### src/hw/bus_pkg.sv
package bus_pkg;

  // **************************************************
  // processor memory port widths
  // **************************************************

  localparam int addr_width = 32;
  localparam int data_width = 32;
  localparam int strb_width = data_width / 8;

  // byte address as issued by the core
  typedef logic [addr_width-1:0] addr_t;

  typedef logic [data_width-1:0] data_t;

  // one enable per byte lane, all zero means the request is a read
  typedef logic [strb_width-1:0] strb_t;

  // **************************************************
  // request and response of one port
  // **************************************************

  // valid and every other field stay steady until ready comes back
  typedef struct packed {
    logic  valid;
    logic  instr;
    addr_t addr;
    data_t wdata;
    strb_t wstrb;
  } mem_req_t;

  // ready lasts one cycle, rdata only means something on a read
  typedef struct packed {
    logic  ready;
    data_t rdata;
  } mem_rsp_t;

endpackage

### src/hw/mem_arbiter.sv
`timescale 1ns/1ps

module mem_arbiter (
  input  logic              clk,
  input  logic              rst,
  input  bus_pkg::mem_req_t instr_req,
  input  bus_pkg::mem_req_t data_req,
  input  bus_pkg::mem_rsp_t bus_rsp,
  output bus_pkg::mem_rsp_t instr_rsp,
  output bus_pkg::mem_rsp_t data_rsp,
  output bus_pkg::mem_req_t bus_req
);

  // a transaction is in flight on the bridge
  logic held_q;
  logic owner_data_q;
  // set when the data port wins a tie
  logic prio_data_q;

  logic pick_data;
  logic gnt_instr;
  logic gnt_data;

  // **************************************************
  // grant selection
  // **************************************************

  // a fresh grant is decided in the same cycle so the bridge loses no time
  always_comb begin
    pick_data = data_req.valid && (prio_data_q || !instr_req.valid);
    if (held_q) begin
      gnt_data  = owner_data_q;
      gnt_instr = !owner_data_q;
    end else begin
      gnt_data  = pick_data;
      gnt_instr = instr_req.valid && !pick_data;
    end
  end

  always_comb begin
    bus_req   = '0;
    instr_rsp = '0;
    data_rsp  = '0;
    if (gnt_data) begin
      bus_req  = data_req;
      data_rsp = bus_rsp;
    end else if (gnt_instr) begin
      bus_req   = instr_req;
      instr_rsp = bus_rsp;
    end
  end

  // **************************************************
  // grant state
  // **************************************************

  always_ff @(posedge clk) begin
    if (!rst) begin
      held_q       <= 1'b0;
      owner_data_q <= 1'b0;
      prio_data_q  <= 1'b1;
    end else if (held_q) begin
      if (bus_rsp.ready) begin
        held_q <= 1'b0;
        // the port just served goes to the back of the line
        prio_data_q <= !owner_data_q;
      end
    end else if (gnt_instr || gnt_data) begin
      held_q       <= 1'b1;
      owner_data_q <= gnt_data;
    end
  end

  one_grant: assert property (@(posedge clk) disable iff (!rst)
    !(gnt_instr && gnt_data));

  // the port keeps the bridge until the bridge reports completion
  grant_stable: assert property (@(posedge clk) disable iff (!rst)
    (gnt_instr || gnt_data) && !bus_rsp.ready |=> $stable({gnt_instr, gnt_data}));

endmodule

### config.mk
export PLATFORM = sky130hd
export DESIGN_NAME = mem_arbiter
export DESIGN_NICKNAME = d
export VERILOG_FILES = /design/src/hw/bus_pkg.sv /design/src/hw/mem_arbiter.sv
export SDC_FILE = /design/constraint.sdc
export NUM_CORES = 1
export LEC_CHECK = 0
export ABC_AREA = 1
export BUFFER_PORTS_ARGS = -buffer_cell sky130_fd_sc_hd__buf_2
export CAP_MARGIN = 25
export CORE_AREA = 2 2 119 121
export DETAILED_ROUTE_END_ITERATION = 8
export DIE_AREA = 0 0 121 123
export PLACE_DENSITY = 0.45
export RECOVER_POWER = 50
export SYNTH_ARGS = -nofsm -noshare
export SYNTH_HDL_FRONTEND = slang
export SYNTH_SLANG_ARGS = --single-unit
### constraint.sdc
create_clock -name clk -period 1.3 [get_ports clk]
set_input_delay 0.26 -clock clk [delete_from_list [all_inputs] [get_ports clk]]
set_output_delay 0.26 -clock clk [all_outputs]
set_load 0.02 [all_outputs]
==> flow_metrics.py <==
metrics = {
    "finish": {
        "drive_above_1_share": 0.7801,
        "fin_nets": 890,
        "instances_no_fill": 894,
        "diodes": 0,
        "final_util": 0.4642,
        "syn_to_final_growth_pct": 262.3,
    },
    "synth": {
        "synth_top_area_frac": 0.3121,
        "syn_area_mm2": 0.001744,
        "syn_nets": 544,
        "ys_ff_latch": 3,
        "synth_top_cell_by_area": "nand2_1",
        "synth.distinct_cells": 16,
        "netlist_instances": 369,
        "ys_top_cells_by_area": "nand2_1, nand4_1, a21oi_1, buf_2, inv_1",
        "yosysSeqAreaShare": 0.03443,
        "syn_avg_cell_area_um2": 4.727,
        "yosysWarnings": 0,
    },
    "placed_design": {
        "dp_cells": 859,
        "gp_congestion": 0.7846,
        "io_buffers": 310,
        "pre_cts_ws_ns": -0.3239,
        "dpl.hpwl_mm": 9.397,
    },
    "global_routing": {
        "grt_usage": 0.1511,
        "overflow": 0,
        "grt_pass1_wl_mm": 18.29,
        "grt_pass1_vias": 3702,
        "grt_antenna_before_repair": 0,
        "grt_max_degree": 57,
    },
    "sta": {
        "fin_skew_ns": 0.004617,
        "fmax_ghz": 0.5595,
        "fin_ws_ns": -0.4873,
        "max-slew-margin-rel": 0.8270,
        "maxSlewViolCount": 0,
        "layout_worst_path_cycle_share": 1.375,
        "setup_tns_ns": -56.34,
        "worst_pin_slew_ns": 0.2568,
        "hold_violations": 0,
        "setup_viol": 136,
        "holdWs_ns": 0.3101,
        "fin_crit_ns": 1.787,
        "rsz0062_at_grt": "yes",
    },
    "floorplanning": {
        "core-area_mm2": 0.01361,
        "dieArea_mm2": 0.01488,
        "start_util": 0.1281,
        "die_x_um": 121,
        "rows": 43,
        "ios": 311,
        "fp.dieH_um": 123,
    },
    "critical_path": {
        "rrSetupSlack_ns": 0.15,
        "worst-setup-path-type": "flip-flop to primary output",
        "end_kind": "primary output",
        "worstSetupStartpointType": "flip-flop",
        "cp_data_required_time_ns": 1.04,
        "crit_fanout": 7,
        "crit_arrival_ns": 1.53,
    },
    "cts": {
        "clkSinkCount": 3,
        "clock_latency_ns": 0.23,
        "h-tree-depth": 1,
        "clk_pin_slew_worst_paths_ns": 0.03,
        "root_buffer": "clkbuf_16",
        "cts_tree": "done",
        "numCtsBuffers": 3,
        "cts_hold_buf": 0,
        "cts.path.max_buffers": 2,
    },
    "routing": {
        "routedWlPerCell_um": 16.26,
        "topRoutingLayerUsed": "met4",
        "drt_drc_violations_left": 0,
        "wl_met3_um": 841,
        "firstDrtPassIters": 4,
        "routed_via_density": 4.455,
        "drt-total-wl_mm": 14.53,
        "antenna_left": 0,
        "route.vias.total": 3983,
        "met2_length_mm": 8.461,
        "met1_length_mm": 5.119,
        "first_iter_violations": 67,
    },
    "power": {
        "p_per_area_mw_per_mm2": 690.2,
        "leakage_uw": 0.003224,
        "vdd_drop_max_v": 0.0003488,
    },
    "status": {
        "status": "finished with violations",
        "violations": "setup timing",
    },
    "run": {
        "maxCapViolCount": 0,
    },
    "hold_path": {
        "hold_path.class": "input pin to flip-flop",
    },
}
## flip-flops by register name, indices dropped and copies added (netlist names)
register,flops
owner_data_q,1
held_q,1
prio_data_q,1
## power by group
group | switching [uW] | internal (uW)
registers | 8.50 | 101
clock network | 100 | 406
logic | 1920 | 1830
total | 2020 | 2340
## worst paths after layout
| check | startpoint | endpoint | depth (start not counted) |
|---|---|---|---|
| worst max-delay path | held_q | instr_rsp[20] | 7 |
| worst min-delay path | rst | owner_data_q | 3 |
| worst max register to register | prio_data_q | owner_data_q | 7 |
| worst min register to register | prio_data_q | prio_data_q | 2 |
## what timing repair did
action                                  in CTS  in global routing
endpoints found under the setup margin     136                136
buffers inserted                            11                  3
resized for setup                          205                140
pin swaps                                    7                 24
cloned                                       4                 15
hold endpoints to repair                     0                  0
## stage by stage
stage | total power (uW) | area (um^2)
finish | 4361 | 6319
global route | 4588 | 6319
CTS | 3832 | 5529
detailed placement | 2728 | 4556
global placement | 2725 | 4556
floorplan | 1793 | 2604
## layout make-up
type | count | area (um^2)
fill | 1290 | 7293
multi-input combinational | 291 | 2311
inverter | 36 | 135.1
timing repair buffer | 380 | 3506
clock buffer | 4 | 78.83
sequential | 3 | 62.56
tap | 180 | 225.2
## worst max-delay path, cell delays in order, from the launching register on
cell,delay [ns]
dfxtp_2,0.33
buf_6,0.13
nand2_8,0.15
nand3_4,0.14
buf_12,0.17
buf_12,0.15
nor2_4,0.10
buf_6,0.12
## placed cells by master, fill, tap and decap left out, drive strengths merged
master    n
inv      36
buf     369
nor2     33
dfxtp     3
clkbuf   15
or2       1
nand3     3
nand4    69
a21oi    36
o21ai     2
nand2   147
## cells in the mapped netlist
cell type    n
inv_1       36
a21oi_1     36
buf_4        4
buf_2       27
buf_6        3
nand3_2      2
clkbuf_1     4
nand2_1    145
o21ai_0      2
nand3_1      1
nand2_2      1
nor2_1      33
nand4_1     69
dfxtp_1      3
buf_1        2
or2_1        1
## cells by family after synthesis
kind of cell           count (synthesis)  synth area share
and+or+nand+nor                      252            0.6521
buffers and inverters                 76            0.2044
AOI/OAI and AO/OA                     38            0.1090
DFF                                    3           0.03443
## layer usage
metal	up-vias	track usage
li1	1927	-
met1	1847	0.1634
met2	198	0.3216
met3	11	0.01153
met4	0	0.01744
met5	-	0
No activity file was read; power rests on OpenSTA's default activity.
