--- src/hw/bus_pkg.sv ---
package bus_pkg;

  // **************************************************
  // processor memory port widths
  // **************************************************

  localparam int addr_width = 32;
  localparam int data_width = 32;
  localparam int strb_width = data_width / 8;

  // byte address as issued by the core
  typedef logic [addr_width-1:0] addr_t;

  typedef logic [data_width-1:0] data_t;

  // one enable per byte lane, all zero means the request is a read
  typedef logic [strb_width-1:0] strb_t;

  // **************************************************
  // request and response of one port
  // **************************************************

  // valid and every other field stay steady until ready comes back
  typedef struct packed {
    logic  valid;
    logic  instr;
    addr_t addr;
    data_t wdata;
    strb_t wstrb;
  } mem_req_t;

  // ready lasts one cycle, rdata only means something on a read
  typedef struct packed {
    logic  ready;
    data_t rdata;
  } mem_rsp_t;

endpackage

--- src/hw/axi_pkg.sv ---
package axi_pkg;

  // **************************************************
  // AXI4 field widths
  // **************************************************

  localparam int addr_width = 32;
  localparam int data_width = 32;
  localparam int strb_width = data_width / 8;

  typedef logic [addr_width-1:0] axi_addr_t;
  typedef logic [data_width-1:0] axi_data_t;
  typedef logic [strb_width-1:0] axi_strb_t;

  typedef logic [7:0] len_t;
  typedef logic [2:0] size_t;
  typedef logic [1:0] burst_t;
  typedef logic [3:0] cache_t;
  typedef logic [3:0] qos_t;

  // bit 2 set marks an instruction fetch
  typedef logic [2:0] prot_t;

  typedef logic [1:0] resp_t;

  localparam resp_t  resp_okay   = 2'b00;
  localparam size_t  size_word   = 3'b010;
  localparam burst_t burst_fixed = 2'b00;

  // **************************************************
  // channel payloads
  // **************************************************

  // read and write address channels carry the same fields
  typedef struct packed {
    axi_addr_t addr;
    len_t      len;
    size_t     size;
    burst_t    burst;
    logic      lock;
    cache_t    cache;
    prot_t     prot;
    qos_t      qos;
    logic      valid;
  } axi_ax_t;

  typedef axi_ax_t axi_aw_t;
  typedef axi_ax_t axi_ar_t;

  typedef struct packed {
    axi_data_t data;
    axi_strb_t strb;
    logic      last;
    logic      valid;
  } axi_w_t;

  typedef struct packed {
    resp_t resp;
    logic  valid;
  } axi_b_t;

  typedef struct packed {
    axi_data_t data;
    resp_t     resp;
    logic      last;
    logic      valid;
  } axi_r_t;

  // handshake signals that flow against their channel
  typedef struct packed {
    logic bready;
    logic rready;
  } axi_master_ready_t;

  typedef struct packed {
    logic awready;
    logic wready;
    logic arready;
  } axi_slave_ready_t;

endpackage

--- src/hw/axi_master.sv ---
`timescale 1ns/1ps

module axi_master (
  input  logic                       clk,
  input  logic                       rst,
  input  bus_pkg::mem_req_t          req,
  input  axi_pkg::axi_b_t            b,
  input  axi_pkg::axi_r_t            r,
  input  axi_pkg::axi_slave_ready_t  s_ready,
  output bus_pkg::mem_rsp_t          rsp,
  output axi_pkg::axi_aw_t           aw,
  output axi_pkg::axi_w_t            w,
  output axi_pkg::axi_ar_t           ar,
  output axi_pkg::axi_master_ready_t m_ready
);

  typedef enum logic [1:0] {
    st_idle,
    st_read,
    st_write
  } state_e;

  state_e state_q;
  state_e state_d;

  logic awvalid_q;
  logic wvalid_q;
  logic arvalid_q;

  bus_pkg::addr_t addr_q;
  bus_pkg::data_t wdata_q;
  bus_pkg::strb_t wstrb_q;
  axi_pkg::prot_t prot_q;

  bus_pkg::addr_t addr;
  bus_pkg::data_t wdata;
  bus_pkg::strb_t wstrb;
  axi_pkg::prot_t prot;
  logic           aw_valid;
  logic           w_valid;
  logic           ar_valid;

  logic is_write;
  logic write_done;
  logic read_done;

  // single beat of one word, no lock, cache or QoS hints
  function automatic axi_pkg::axi_ax_t single_beat(input bus_pkg::addr_t a,
                                                   input axi_pkg::prot_t p,
                                                   input logic v);
    axi_pkg::axi_ax_t ax;
    ax       = '0;
    ax.addr  = a;
    ax.len   = '0;
    ax.size  = axi_pkg::size_word;
    ax.burst = axi_pkg::burst_fixed;
    ax.lock  = 1'b0;
    ax.cache = '0;
    ax.prot  = p;
    ax.qos   = '0;
    ax.valid = v;
    return ax;
  endfunction

  assign is_write = |req.wstrb;

  // **************************************************
  // channel drive
  // **************************************************

  // in idle the request goes straight out, afterwards the latched copy holds it
  always_comb begin
    if (state_q == st_idle) begin
      addr     = req.addr;
      wdata    = req.wdata;
      wstrb    = req.wstrb;
      prot     = {req.instr, 2'b00};
      aw_valid = req.valid && is_write;
      w_valid  = req.valid && is_write;
      ar_valid = req.valid && !is_write;
    end else begin
      addr     = addr_q;
      wdata    = wdata_q;
      wstrb    = wstrb_q;
      prot     = prot_q;
      aw_valid = awvalid_q;
      w_valid  = wvalid_q;
      ar_valid = arvalid_q;
    end
  end

  assign aw = single_beat(addr, prot, aw_valid);
  assign ar = single_beat(addr, prot, ar_valid);

  assign w.data  = wdata;
  assign w.strb  = wstrb;
  assign w.last  = 1'b1;
  assign w.valid = w_valid;

  assign m_ready.bready = (state_q == st_write);
  assign m_ready.rready = (state_q == st_read);

  assign write_done = (state_q == st_write) && b.valid && (b.resp == axi_pkg::resp_okay);
  assign read_done  = (state_q == st_read) && r.valid && r.last &&
                      (r.resp == axi_pkg::resp_okay);

  assign rsp.ready = write_done || read_done;
  assign rsp.rdata = read_done ? r.data : '0;

  // **************************************************
  // state
  // **************************************************

  always_comb begin
    state_d = state_q;
    case (state_q)
      st_idle: begin
        if (req.valid) begin
          state_d = is_write ? st_write : st_read;
        end
      end
      st_read: begin
        if (read_done) begin
          state_d = st_idle;
        end
      end
      st_write: begin
        if (write_done) begin
          state_d = st_idle;
        end
      end
      default: state_d = st_idle;
    endcase
  end

  always_ff @(posedge clk) begin
    if (!rst) begin
      state_q   <= st_idle;
      awvalid_q <= 1'b0;
      wvalid_q  <= 1'b0;
      arvalid_q <= 1'b0;
    end else begin
      state_q <= state_d;
      // each valid falls the cycle after its ready is seen
      awvalid_q <= aw_valid && !s_ready.awready;
      wvalid_q  <= w_valid && !s_ready.wready;
      arvalid_q <= ar_valid && !s_ready.arready;
    end
  end

  always_ff @(posedge clk) begin
    if (state_q == st_idle) begin
      addr_q  <= addr;
      wdata_q <= wdata;
      wstrb_q <= wstrb;
      prot_q  <= prot;
    end
  end

  aw_steady: assert property (@(posedge clk) disable iff (!rst)
    aw.valid && !s_ready.awready |=> aw.valid && $stable(aw.addr));

  ar_steady: assert property (@(posedge clk) disable iff (!rst)
    ar.valid && !s_ready.arready |=> ar.valid && $stable(ar.addr));

  one_address: assert property (@(posedge clk) disable iff (!rst)
    !(aw.valid && ar.valid));

endmodule

--- config.mk ---
export PLATFORM = sky130hd
export DESIGN_NAME = axi_master
export DESIGN_NICKNAME = d
export VERILOG_FILES = /design/src/hw/bus_pkg.sv /design/src/hw/axi_pkg.sv /design/src/hw/axi_master.sv
export SDC_FILE = /design/constraint.sdc
export NUM_CORES = 1
export LEC_CHECK = 0
export ABC_CLOCK_PERIOD_IN_PS = 2050
export BUFFER_PORTS_ARGS = -buffer_cell sky130_fd_sc_hd__buf_2
export CAP_MARGIN = 20
export CORE_AREA = 2 2 119 121
export CTS_CLUSTER_DIAMETER = 60
export DETAILED_ROUTE_END_ITERATION = 8
export DIE_AREA = 0 0 121 123
export GPL_TIMING_DRIVEN = 0
export PLACE_DENSITY = 0.66
export RECOVER_POWER = 25
export SLEW_MARGIN = 40
export SYNTH_ARGS = -nofsm -noshare
export SYNTH_HDL_FRONTEND = slang
export SYNTH_SLANG_ARGS = --single-unit
--- constraint.sdc ---
create_clock -name clk -period 2.05 [get_ports clk]
set_input_delay 0.3075 -clock clk [delete_from_list [all_inputs] [get_ports clk]]
set_output_delay 0.3075 -clock clk [all_outputs]
set_load 0.005 [all_outputs]
==> results.cfg <==
[critical_path]
required_ps = 1740
ff2ff_setup_slack_ps = 580
crit_slowest_cell = dfxtp_2
reg2reg_to = addr_q[8]
r2r_start = state_q[1]
endpoint = aw[53]
endpoint_kind = output port
crit_fanout = 10
timing.critical_path.mode_cell = nand2_1
startpoint = state_q[1]
ff2ff_path_depth = 3
slowest_delay_ps = 340
critical_path_arrival_ps = 1670
crit_chain = or2_4 > buf_12 > buf_6 > nand2_1 > nand2_1 > buf_4 > buf_2
cp_num_cells = 7
critical_path_buf_inv_count = 4
critPathLaunchType = flip-flop
cpLargestDelayFamily = buffers and inverters
crit_type = reg -> out

[route]
wl_per_cell_um = 12.78
antenna_left = 0
initialDrtViolationCount = 132
drc = 0
vias_per_cell = 4.118
drt-pass1-iter-count = 4
num_vias = 3900
routed_wl_um = 12110

[yosys]
synth_cells = 449
synth_top_area_share_pct = 51.53
synth_cell_types = 30
syn_avg_cell_area_um2 = 9.215
synth-seq-cells = 76
synth_area_leaders = edfxtp_1, nand2_1, buf_4
synth_edf_count = 71
async_reset_ff_share_pct = 0
ys.flop_type = edfxtp_1
synth.yosys.seq_area_share_pct = 53.95
ys_warn_count = 0
yosys.area.top_type = edfxtp_1
netlist_area_um2 = 4138

[final_layout]
drive_gt1_share_pct = 52.09
multi_input_area_um2 = 1381
seq_area_um2 = 2235
layout.nets = 875
syn_to_final_growth_pct = 52.98
fillers = 1384

[die]
io_pins = 303
die_x_um = 121
die_area_um2 = 14880
rows = 43
initial_core_util_pct = 30.40
die_h_um = 123
coreArea_um2 = 13610

[clock_tree]
cts_tree = built
cts_max_path_buffers = 2
cts_root_buf = clkbuf_16
clk_pin_slew_worst_paths_ps = 60
cts_made_buffers = 9
cts-htree-levels = 3
clock_latency_ps = 330
cts_sinks = 76

[sta]
finalSetupViolCount = 0
max_freq_ghz = 0.5058
setup_tns_ps = 0
finalMaxSlewViolations = 0
final.setup.worst_slack_ps = 72.83
rsz0062_at_grt = yes
fin_crit_sh_pct = 96.45
hold_violations = 0
finalClockSkew_ps = 4.975
period_minus_slack_ps = 1977

[global_routing]
track_usage_pct = 15.34
grt_pass1_wl_um = 17570
grt_max_degree = 41
grt_pass1_vias = 3493
grt_overflow_total = 0
grt_antenna_before_repair = 1

[min_path]
hold_class = in -> reg

[power]
power.leakage_nw = 3.615
pwr_density_cell_nw_per_um2 = 787.1
vdd_drop_max_mv = 0.4128

[run_status]
status = completed

[placed_design]
dp_hpwl_um = 9343
place.gp.congestion = 0.7588
dp_slack_ps = -24.80
portBuffers = 257

[flow_run]
cap_violations = 0
## power breakdown
part / switching (mW) / internal [mW]
combinational: 0.597 / 0.607
clock: 0.625 / 1.10
sequential: 0.0604 / 2.00
## logic make-up after synthesis
family	share of synthesized area, %
DFF	53.95
other	0.1815
buffers and inverters	17.60
AOI/OAI and AO/OA	1.391
and+or+nand+nor	26.88
## sequential cells by signal, summed over array words and instances, names as in the netlist
signal	cells
addr_q	32
wdata_q	32
wstrb_q	4
prot_q	3
state_q	2
arvalid_q	1
awvalid_q	1
wvalid_q	1
## cell usage in the layout, fill, tap and decap left out, types with 2 or more instances in the layout
cell type	instances
buf_2	259
nand2_1	192
buf_4	85
edfxtp_1	71
conb_1	45
and3_1	32
nand2_2	15
clkbuf_16	9
buf_6	7
clkbuf_1	4
inv_1	3
dfxtp_1	3
clkinvlp_4	3
and2_4	2
clkbuf_8	2
clkbuf_2	2
a22oi_1	2
nor3b_1	2
bufinv_16	2
dfxtp_2	2
## stage by stage
stage          util (%)  total power, mW  cell area [um^2]  cells  hold slack (ps)
2_1_floorplan         -            2.693              4302    492            383.6
3_3_place_gp      42.71            3.193              5813    929            471.6
3_5_place_dp      42.73            3.222              5817    929            477.2
4_1_cts           45.90            5.002              6247    946            122.3
5_1_grt           46.48            5.258              6327    946            123.5
6_report          46.50            4.982              6330    947            133.3
## how the worst min path moves through the flow
stage | slack, ps | to | start | cells past startpoint
final | 130 | wvalid_q | s_ready[1] | 2
after global routing | 120 | wvalid_q | s_ready[1] | 2
after CTS | 120 | wvalid_q | s_ready[1] | 2
after detailed placement | 480 | wvalid_q | s_ready[1] | 2
after global placement | 470 | awvalid_q | s_ready[2] | 2
after floorplan | 380 | awvalid_q | s_ready[2] | 1
## worst reg2reg max path: cells and delay by family (launching register included)
family                 cells  cell delay [ps]
AND/OR/NAND/NOR            1              290
flip-flops                 1              340
buffers and inverters      2              520
## routing by layer
metal / global-route usage [%] / vias up / routed length, um
met1: 17.04 / 1709 / 4521
met4: 4.578 / 0 / 193
met3: 4.659 / 11 / 1084
met2: 28.16 / 199 / 6308
li1: - / 1981 / -
met5: 0 / - / 0
## cell type report
class	instances	share of cell area [%]
plain buffers	104	12.97
flip-flops and latches	76	35.30
repair buffers	258	20.83
diodes	1	0.03953
inverters	4	0.3163
clock inverters	6	1.384
well taps	180	3.558
multi-input cells	308	21.82
clock buffers	10	3.775
## cells in the mapped netlist, types with 2 or more instances
cell	instances
inv_1	3
a22oi_1	2
conb_1	2
nand2_1	207
edfxtp_1	71
nor3b_1	2
and3_1	32
buf_4	83
dfxtp_1	5
and2_1	3
clkbuf_1	12
buf_2	9
## what timing repair did
item,in CTS,in global routing
gates cloned,1,0
endpoints found under the hold margin,0,0
setup endpoints to repair,106,53
setup buffers,0,0
hold buffers,0,0
gates resized for setup,27,35
Note: power is estimated with default switching activity, not from simulation.
